### config.mk
export PLATFORM = sky130hd
export DESIGN_NAME = port_ingress_top
export DESIGN_NICKNAME = d
export VERILOG_FILES = /design/src/source/switch_pkg.sv /design/src/source/port_ingress_top.sv /design/src/source/port_wr_backend.sv /design/src/source/port_wr_frontend.sv /design/src/source/sram_matcher.sv
export SDC_FILE = /design/constraint.sdc
export NUM_CORES = 2
export LEC_CHECK = 0
export BUFFER_PORTS_ARGS = -buffer_cell sky130_fd_sc_hd__clkbuf_2
export CAP_MARGIN = 20
export CORE_UTILIZATION = 55
export CTS_CLUSTER_SIZE = 10
export DETAILED_ROUTE_END_ITERATION = 6
export PLACE_DENSITY = 0.8
export SLEW_MARGIN = 20
export SYNTH_ARGS = -nofsm -noshare
export SYNTH_HDL_FRONTEND = slang
export SYNTH_SLANG_ARGS = --single-unit
### constraint.sdc
create_clock -name clk -period 23.6 [get_ports clk]
set_input_delay 1.18 -clock clk [delete_from_list [all_inputs] [get_ports clk]]
set_output_delay 1.18 -clock clk [all_outputs]
set_load 0.005 [all_outputs]
### src/source/switch_pkg.sv
`default_nettype none

package switch_pkg;

    localparam int num_banks    = 4;
    localparam int bank_depth   = 256;  // halfwords per bank
    localparam int bank_addr_w  = 8;
    localparam int bank_id_w    = 2;
    localparam int fifo_depth   = 64;
    localparam int fifo_addr_w  = 6;
    localparam int max_pkt_len  = 64;   // header included
    localparam int pkt_len_w    = 9;
    localparam int word_w       = 16;
    localparam int pause_margin = 3;    // free entries left when pause goes up

    // first halfword of every packet
    typedef struct packed {
        logic [pkt_len_w-1:0] length;   // in halfwords, header counted
        logic [2:0]           rsvd;     // ignored
        logic [3:0]           dest_port;
    } pkt_header_t;

    // an input halfword, seen either as payload or as the header
    typedef union packed {
        logic [word_w-1:0] raw;
        pkt_header_t       hdr;
    } pkt_word_u;

    typedef struct packed {
        logic [3:0]           dest_port;
        logic [pkt_len_w-1:0] length;
    } match_req_t;

    typedef struct packed {
        logic [3:0]             dest_port;
        logic [bank_id_w-1:0]   bank;
        logic [bank_addr_w-1:0] start_addr;
        logic [pkt_len_w-1:0]   length;
    } pkt_desc_t;

    typedef struct packed {
        logic [bank_id_w-1:0]   bank;
        logic [bank_addr_w-1:0] addr;
        logic [word_w-1:0]      data;
    } sram_wr_t;

    // space handed back by the switch
    typedef struct packed {
        logic [bank_id_w-1:0] bank;
        logic [pkt_len_w-1:0] length;
    } release_t;

endpackage

`default_nettype wire

### src/source/port_ingress_top.sv
`timescale 1ns/1ps
`default_nettype none

module port_ingress_top (
    input  wire logic                   clk,
    input  wire logic                   rst_n,
    // packet input
    input  wire logic                   wr_sop,
    input  wire logic                   wr_eop,
    input  wire logic                   wr_vld,
    input  wire switch_pkg::pkt_word_u  wr_data,
    output logic                        pause,
    // space returned by the switch
    input  wire logic                   rel_valid,
    input  wire switch_pkg::release_t   rel,
    // SRAM write port
    output logic                        sram_wr_en,
    output switch_pkg::sram_wr_t        sram_wr,
    // descriptor out
    output logic                        desc_valid,
    input  wire logic                   desc_ready,
    output switch_pkg::pkt_desc_t       desc
);

    logic                               match_enable;
    switch_pkg::match_req_t             match_req;
    logic                               match_suc;
    logic [switch_pkg::bank_id_w-1:0]   match_bank;
    logic                               slot_busy;
    logic                               ready_to_xfer;
    logic                               xfer_data_vld;
    logic [switch_pkg::word_w-1:0]      xfer_data;
    logic                               end_of_packet;

    port_wr_frontend u_frontend (
        .clk           (clk),
        .rst_n         (rst_n),
        .wr_sop        (wr_sop),
        .wr_eop        (wr_eop),
        .wr_vld        (wr_vld),
        .wr_data       (wr_data),
        .pause         (pause),
        .match_enable  (match_enable),
        .match_req     (match_req),
        .match_suc     (match_suc),
        .ready_to_xfer (ready_to_xfer),
        .xfer_data_vld (xfer_data_vld),
        .xfer_data     (xfer_data),
        .end_of_packet (end_of_packet)
    );

    sram_matcher u_matcher (
        .clk          (clk),
        .rst_n        (rst_n),
        .match_enable (match_enable),
        .match_req    (match_req),
        .slot_busy    (slot_busy),
        .match_suc    (match_suc),
        .match_bank   (match_bank),
        .rel_valid    (rel_valid),
        .rel          (rel)
    );

    port_wr_backend u_backend (
        .clk           (clk),
        .rst_n         (rst_n),
        .match_suc     (match_suc),
        .match_bank    (match_bank),
        .match_req     (match_req),
        .ready_to_xfer (ready_to_xfer),
        .xfer_data_vld (xfer_data_vld),
        .end_of_packet (end_of_packet),
        .xfer_data     (xfer_data),
        .slot_busy     (slot_busy),
        .sram_wr_en    (sram_wr_en),
        .sram_wr       (sram_wr),
        .desc_valid    (desc_valid),
        .desc_ready    (desc_ready),
        .desc          (desc)
    );

endmodule

`default_nettype wire

### src/source/port_wr_backend.sv
`timescale 1ns/1ps
`default_nettype none

module port_wr_backend (
    input  wire logic                            clk,
    input  wire logic                            rst_n,
    input  wire logic                            match_suc,
    input  wire logic [switch_pkg::bank_id_w-1:0] match_bank,
    input  wire switch_pkg::match_req_t          match_req,
    input  wire logic                            ready_to_xfer,
    input  wire logic                            xfer_data_vld,
    input  wire logic                            end_of_packet,
    input  wire logic [switch_pkg::word_w-1:0]   xfer_data,
    output logic                                 slot_busy,
    output logic                                 sram_wr_en,
    output switch_pkg::sram_wr_t                 sram_wr,
    output logic                                 desc_valid,
    input  wire logic                            desc_ready,
    output switch_pkg::pkt_desc_t                desc
);

    logic [switch_pkg::bank_id_w-1:0]   g_bank;      // granted bank, held until transfer starts
    switch_pkg::match_req_t             g_req;
    logic                               grant_held;
    logic [switch_pkg::bank_id_w-1:0]   cur_bank;    // bank of the packet being written
    logic                               in_pkt;

    logic [switch_pkg::bank_addr_w-1:0] bank_ptr [switch_pkg::num_banks];  // next free address

    logic                               wr_vld_q;
    logic                               eop_q;
    logic [switch_pkg::word_w-1:0]      data_q;

    // grant capture
    always_ff @(posedge clk) begin
        if (match_suc) begin
            g_bank <= match_bank;
            g_req  <= match_req;
        end
    end

    always_ff @(posedge clk) begin
        if (!rst_n) begin
            grant_held <= 1'b0;
        end else if (match_suc) begin
            grant_held <= 1'b1;
        end else if (ready_to_xfer) begin
            grant_held <= 1'b0;
        end
    end

    // busy from transfer start until the last write has gone out
    always_ff @(posedge clk) begin
        if (!rst_n) begin
            in_pkt <= 1'b0;
        end else if (ready_to_xfer) begin
            in_pkt <= 1'b1;
        end else if (wr_vld_q && eop_q) begin
            in_pkt <= 1'b0;
        end
    end

    always_ff @(posedge clk) begin
        if (ready_to_xfer) cur_bank <= g_bank;
    end

    // extra register stage in front of the SRAM port
    always_ff @(posedge clk) begin
        if (!rst_n) begin
            wr_vld_q <= 1'b0;
            eop_q    <= 1'b0;
        end else begin
            wr_vld_q <= xfer_data_vld;
            eop_q    <= end_of_packet;
        end
    end

    always_ff @(posedge clk) begin
        data_q <= xfer_data;
    end

    // pointers wrap inside the bank by their width
    always_ff @(posedge clk) begin
        if (!rst_n) begin
            for (int b = 0; b < switch_pkg::num_banks; b++) bank_ptr[b] <= '0;
        end else if (wr_vld_q) begin
            bank_ptr[cur_bank] <= bank_ptr[cur_bank] + 1'b1;
        end
    end

    assign sram_wr_en = wr_vld_q;

    always_comb begin
        sram_wr.bank = cur_bank;
        sram_wr.addr = bank_ptr[cur_bank];
        sram_wr.data = data_q;
    end

    // descriptor slot, one entry
    always_ff @(posedge clk) begin
        if (!rst_n) begin
            desc_valid <= 1'b0;
        end else if (ready_to_xfer) begin
            desc_valid <= 1'b1;
        end else if (desc_ready) begin
            desc_valid <= 1'b0;  // handshake empties the slot
        end
    end

    always_ff @(posedge clk) begin
        if (ready_to_xfer) begin
            desc.dest_port  <= g_req.dest_port;
            desc.bank       <= g_bank;
            desc.start_addr <= bank_ptr[g_bank];  // stable, previous packet is done
            desc.length     <= g_req.length;
        end
    end

    assign slot_busy = grant_held || in_pkt || desc_valid;

    // frontend only sends after a grant was taken over here
    a_data_granted: assert property (@(posedge clk) disable iff (!rst_n)
        xfer_data_vld |-> in_pkt);

endmodule

`default_nettype wire

### src/source/port_wr_frontend.sv
`timescale 1ns/1ps
`default_nettype none

module port_wr_frontend (
    input  wire logic                         clk,
    input  wire logic                         rst_n,
    input  wire logic                         wr_sop,
    input  wire logic                         wr_eop,
    input  wire logic                         wr_vld,
    input  wire switch_pkg::pkt_word_u        wr_data,
    output logic                              pause,
    output logic                              match_enable,
    output switch_pkg::match_req_t            match_req,
    input  wire logic                         match_suc,
    output logic                              ready_to_xfer,
    output logic                              xfer_data_vld,
    output logic [switch_pkg::word_w-1:0]     xfer_data,
    output logic                              end_of_packet
);

    typedef enum logic [1:0] {
        wr_idle,     // waiting for sop
        wr_hdr_due,  // sop seen, next halfword is the header
        wr_writing,  // body halfwords coming in
        wr_done      // all halfwords in, waiting for eop
    } wr_state_t;

    typedef enum logic [1:0] {
        x_idle,
        x_send,
        x_stall      // packet granted but buffer ran dry
    } xfer_state_t;

    wr_state_t   wr_state;
    xfer_state_t xfer_state;

    logic [switch_pkg::word_w-1:0] fifo_mem [switch_pkg::fifo_depth];

    // one extra bit on each pointer tells full from empty
    logic [switch_pkg::fifo_addr_w:0] wr_ptr;
    logic [switch_pkg::fifo_addr_w:0] rd_ptr;
    logic [switch_pkg::fifo_addr_w:0] fill;
    logic                             fifo_empty;
    logic                             fifo_rd;
    logic                             hdr_write;

    logic [switch_pkg::pkt_len_w-1:0] wr_cnt;     // halfwords of current packet so far
    logic [switch_pkg::pkt_len_w-1:0] xfer_left;  // halfwords still to send
    logic [switch_pkg::pkt_len_w-1:0] pend_len;   // length of the granted packet
    logic                             grant_pend; // grant kept until transfer can start

    assign fill       = wr_ptr - rd_ptr;
    assign fifo_empty = (fill == '0);
    assign fifo_rd    = (xfer_state == x_send) && !fifo_empty;
    assign hdr_write  = (wr_state == wr_hdr_due) && wr_vld;

    // buffer write, same cycle as wr_vld
    always_ff @(posedge clk) begin
        if (wr_vld) begin
            fifo_mem[wr_ptr[switch_pkg::fifo_addr_w-1:0]] <= wr_data.raw;
        end
    end

    always_ff @(posedge clk) begin
        if (!rst_n) begin
            wr_ptr <= '0;
        end else if (wr_vld) begin
            wr_ptr <= wr_ptr + 1'b1;
        end
    end

    // write machine
    always_ff @(posedge clk) begin
        if (!rst_n) begin
            wr_state <= wr_idle;
            wr_cnt   <= '0;
        end else begin
            case (wr_state)
                wr_idle: if (wr_sop) wr_state <= wr_hdr_due;
                wr_hdr_due: begin
                    if (wr_vld) begin
                        wr_cnt   <= 9'd1;       // header counts as one
                        wr_state <= wr_writing;
                    end
                end
                wr_writing: begin
                    if (wr_vld) begin
                        wr_cnt <= wr_cnt + 1'b1;
                        if (wr_cnt + 1'b1 == match_req.length) wr_state <= wr_done;
                    end
                end
                default: if (wr_eop) wr_state <= wr_idle;
            endcase
        end
    end

    // header seen through the union view, only on the first halfword
    always_ff @(posedge clk) begin
        if (hdr_write) begin
            match_req.dest_port <= wr_data.hdr.dest_port;
            match_req.length    <= wr_data.hdr.length;
        end
    end

    always_ff @(posedge clk) begin
        if (!rst_n) begin
            match_enable <= 1'b0;
        end else if (hdr_write) begin
            match_enable <= 1'b1;  // request goes out the cycle after the header
        end else if (match_suc) begin
            match_enable <= 1'b0;
        end
    end

    // grant may land while the previous packet still drains
    always_ff @(posedge clk) begin
        if (!rst_n) begin
            grant_pend <= 1'b0;
        end else if (match_suc) begin
            grant_pend <= 1'b1;
        end else if (ready_to_xfer) begin
            grant_pend <= 1'b0;
        end
    end

    always_ff @(posedge clk) begin
        if (match_suc) pend_len <= match_req.length;
    end

    assign ready_to_xfer = (xfer_state == x_idle) && grant_pend;

    // transfer machine
    always_ff @(posedge clk) begin
        if (!rst_n) begin
            xfer_state <= x_idle;
            xfer_left  <= '0;
        end else begin
            case (xfer_state)
                x_idle: begin
                    if (grant_pend) begin
                        xfer_left  <= pend_len;
                        xfer_state <= x_send;
                    end
                end
                x_send: begin
                    if (fifo_rd) begin
                        xfer_left <= xfer_left - 1'b1;
                        if (xfer_left == 9'd1) xfer_state <= x_idle;  // last one read
                    end else begin
                        xfer_state <= x_stall;
                    end
                end
                default: if (!fifo_empty) xfer_state <= x_send;
            endcase
        end
    end

    always_ff @(posedge clk) begin
        if (!rst_n) begin
            rd_ptr        <= '0;
            xfer_data_vld <= 1'b0;
            end_of_packet <= 1'b0;
        end else begin
            xfer_data_vld <= fifo_rd;
            end_of_packet <= fifo_rd && (xfer_left == 9'd1);
            if (fifo_rd) rd_ptr <= rd_ptr + 1'b1;
        end
    end

    always_ff @(posedge clk) begin
        if (fifo_rd) xfer_data <= fifo_mem[rd_ptr[switch_pkg::fifo_addr_w-1:0]];
    end

    // registered, so the source sees it a cycle late and needs two more to stop
    always_ff @(posedge clk) begin
        if (!rst_n) begin
            pause <= 1'b0;
        end else begin
            pause <= ((fill + {{switch_pkg::fifo_addr_w{1'b0}}, wr_vld})
                        >= (switch_pkg::fifo_depth - switch_pkg::pause_margin))
                  || (match_enable && !match_suc);  // packet still waiting for a bank
        end
    end

    // source must have honored pause in time
    a_no_overflow: assert property (@(posedge clk) disable iff (!rst_n)
        wr_vld |-> fill < switch_pkg::fifo_depth);

    // a whole packet always fits the buffer
    a_pkt_len: assert property (@(posedge clk) disable iff (!rst_n)
        hdr_write |-> wr_data.hdr.length <= switch_pkg::max_pkt_len);

endmodule

`default_nettype wire

### src/source/sram_matcher.sv
`timescale 1ns/1ps
`default_nettype none

module sram_matcher (
    input  wire logic                            clk,
    input  wire logic                            rst_n,
    input  wire logic                            match_enable,
    input  wire switch_pkg::match_req_t          match_req,
    input  wire logic                            slot_busy,
    output logic                                 match_suc,
    output logic [switch_pkg::bank_id_w-1:0]     match_bank,
    input  wire logic                            rel_valid,
    input  wire switch_pkg::release_t            rel
);

    logic [switch_pkg::pkt_len_w-1:0]      free_cnt [switch_pkg::num_banks];
    // room for under/overflow
    logic signed [switch_pkg::pkt_len_w+1:0] free_nxt [switch_pkg::num_banks];
    logic [switch_pkg::bank_id_w-1:0]      best;
    logic                                  grant;

    // most free space wins and a tie goes to the lowest index
    always_comb begin
        best = '0;
        for (int b = 1; b < switch_pkg::num_banks; b++) begin
            if (free_cnt[b] > free_cnt[best]) best = b[switch_pkg::bank_id_w-1:0];
        end
    end

    // !match_suc keeps a still-high match_enable from granting twice
    assign grant = match_enable && !match_suc && !slot_busy
                && (free_cnt[best] >= match_req.length);

    // reserve and release can hit the same bank in one cycle
    always_comb begin
        for (int b = 0; b < switch_pkg::num_banks; b++) begin
            free_nxt[b] = $signed({2'b00, free_cnt[b]});
            if (grant && best == b) begin
                free_nxt[b] = free_nxt[b] - $signed({2'b00, match_req.length});
            end
            if (rel_valid && rel.bank == b) begin
                free_nxt[b] = free_nxt[b] + $signed({2'b00, rel.length});
            end
        end
    end

    always_ff @(posedge clk) begin
        if (!rst_n) begin
            match_suc <= 1'b0;
            for (int b = 0; b < switch_pkg::num_banks; b++) begin
                free_cnt[b] <= switch_pkg::pkt_len_w'(switch_pkg::bank_depth);  // all free
            end
        end else begin
            match_suc <= grant;  // one-cycle pulse
            for (int b = 0; b < switch_pkg::num_banks; b++) begin
                free_cnt[b] <= free_nxt[b][switch_pkg::pkt_len_w-1:0];
            end
        end
    end

    always_ff @(posedge clk) begin
        if (grant) match_bank <= best;
    end

    // releases from outside must match what was reserved
    for (genvar g = 0; g < switch_pkg::num_banks; g++) begin : g_free_chk
        a_free_range: assert property (@(posedge clk) disable iff (!rst_n)
            free_nxt[g] >= 0 && free_nxt[g] <= switch_pkg::bank_depth);
    end

    // backend slot has to be empty for every grant
    a_grant_slot: assert property (@(posedge clk) disable iff (!rst_n)
        match_suc |-> !slot_busy);

endmodule

`default_nettype wire

==> summary.txt <==
status - finished with violations
failing checks - DRC
Area after DPL - 53,600 um2
top cell type's share of synthesized area - 0.657
Post-Syn Instances - 2,754
Total Neg Setup Slack - 0 ns
Simple-Gate Fraction of Synth Area - 0.0424
sum of buffers and inverters on the critical path - 2
post-layout util - 0.627
worst-path fanout max - 21
Critical Path Sink Type - register
top-count cell post-synth - edfxtp_1
hold_sp - u_frontend.xfer_data[15]
crit path DAT - 10.56 ns
pwr dens - 88.0 nW/um2
post-CTS setup repair buffer count - 0
Unique masters post-synth - 78
top cells by count, synth - 1,125 x edfxtp_1, 352 x mux4_2, 187 x nor2_1, 118 x ha_1, 100 x dfxtp_1
Ports - 86
Die H - 308 um
Mapped Area - 51,400 um2
vias in the first global route - 29.7k
H-tree Lvls - 4
CTS sink count - 1,225
Nets - 3,114
leakage power - 19.1 nW
slowest cell on the critical path - or3_1
Final Critical Period - 9.88 ns
most used cell, CP - ha_1
Crit Path Class - register to register
PostCTS Resize Cnt - 0
Pins Over Slew Limit - 0
Setup Viol. Count Final - 0
Layout area overhead - 12.3%
core area - 92,100 um2
Post-synth EDFFs - 1,125
Antenna Violating Nets Remaining - 0
Hold WS - 0.338 ns
first-pass GRT wire length - 201 mm
CP delay by family, top - simple AND/OR/NAND/NOR gates
worst-case clock buffer depth - 3
Seq/Total Area, Yosys - 0.696
adder-cell area share of the yosys netlist - 0.0322
Final Power - 5.08 mW
Remaining DRCs - 3
gr usage total - 0.299
cell taking the most area after synthesis - edfxtp_1
max incr delay on CP - 0.62 ns
fmax - 0.101 GHz
final setup skew - 0.0579 ns
WL/cell - 32.5 um
starting DRC count in detailed routing - 4,378
Port Buffer Count - 85
layout cells sized above 1 - 0.244
total number of vias - 29.1k
initial antenna violation count - 13
post-route cell area - 57,800 um2
Post-Syn Nets - 2,915
Worst Hold Class - register to register
clk slew on worst S/H paths - 0.06 ns
worst vdd ir - 0.0000878 V
RSZ-0062 raised after global routing - no
Worst EP required - 24.28 ns
final setup margin - 13.72 ns
DP Worst Slack - 13.80 ns
actual slew at the worst max-slew pin - 1.05 ns
Initial Util - 0.559
largest family of logic cells by synthesized area - multiplexers
routability cong. - 0.922
Skew-Pair Late Insertion Delay - 0.76 ns
mean post-synth cell area - 18.7 um2
Layout Cells excl Fill - 4,270
Worst setup SP type - register
mux cell area share after synthesis - 0.165
async set-or-reset flop fraction in the synthesized netlist - 0
Hold Fails Final Rpt - 0
pin count of the biggest net entering global routing - 153
total CTS buffers - 143
synth top area cells - edfxtp_1 66%, mux4_2 15%, dfxtp_1 3.9%, ha_1 2.9%, nor2_1 1.4%
Slew headroom - 0.299
post-synthesis xor/xnor area fraction - 0.0139
die width - 308 um
Ys Warns - 0
vias per cell - 6.82
worst reg2reg path startpoint - u_matcher.free_cnt[0][6]
Final period util - 0.419
First-pass DRT Iterations - 7
Compound-Gate Fraction of Synth Area - 0.0352
Placement Rows - 111
drt total wl - 139 mm
flops & latches, synth - 1,225
post-detail-place hpwl - 74.8 mm
hold-fix buffers at CTS - 0
clk root buf - clkbuf_16
Max Cap Violations - 0
CTS tree - yes
gr ovfl total - 0
Inst Count DP - 4,051
Crit. Startpoint - u_matcher.free_cnt[0][6]
Synth Flop Type - edfxtp_1
Die ar. - 94,700 um2
[cell type report]
cell class | instances | area (um2)
multi-input combinational | 1334 | 14800
clock buffer | 195 | 3790
inverter | 71 | 269
timing repair buffer | 178 | 1150
clock inverter | 21 | 342
antenna | 3 | 7.51
sequential | 1225 | 35800
tap | 1243 | 1560
fill | 5911 | 34300
[layout by cell type (no fill, tap or decap), types with 15 or more instances in the layout]
cell,instances
edfxtp_1,1125
a21o_1,28
nand3_1,45
inv_1,66
clkbuf_1,51
ha_1,118
nor2_1,187
nor2b_1,17
o21a_1,15
xor2_1,35
clkbuf_16,144
nand2_1,90
a21oi_1,54
buf_4,93
o21ai_0,48
dfxtp_1,97
nor3_1,37
mux4_2,352
mux2i_1,32
clkbuf_2,83
xnor2_1,36
mux2_2,15
[where the power goes]
group          internal, mW  total [mW]  leakage (nW)  switching [mW]
registers              2.40        2.43          11.0          0.0306
clock network          1.15        2.02          1.98           0.872
logic                 0.253       0.629          6.18           0.377
[per-layer routing]
metal  up-vias  wire length [um]  GRT usage  share of wire
met5         -                77          0        0.00055
met3       469             15900     0.0718           0.11
li1      11500                 -          -              -
met2      2301             67100      0.481           0.48
met1     14800             49200      0.389           0.35
met4        12              6640      0.134          0.048
[sequential cells by signal (all words and copies together) (netlist names), 13 cells and up, named ones only]
register / count
u_frontend.match_req: 13
u_backend.bank_ptr: 32
u_matcher.free_cnt: 36
u_backend.desc: 23
u_backend.data_q: 16
u_frontend.xfer_data: 16
u_frontend.fifo_mem: 1024
u_backend.g_req: 13
[cells by family (layout without fill, tap and decap cells)]
family / Yosys count / after routing
buffers and inverters: 195 / 465
multiplexers: 403 / 403
adder cells (fa/ha/maj): 127 / 127
AND/OR/NAND/NOR: 467 / 467
flip-flops: 1225 / 1225
other: 0 / 3
XOR/XNOR: 75 / 75
AO/OA/AOI/OAI: 262 / 262
[final timing paths]
check                                           endpoint  slack, ns  cells after the start
worst max-delay path            u_matcher.free_cnt[0][8]      13.72                     36
worst min-delay path                u_backend.data_q[15]       0.34                      0
worst max register to register  u_matcher.free_cnt[0][8]      13.72                     36
worst min register to register      u_backend.data_q[15]       0.34                      0
(Power assumes the default switching activity.)
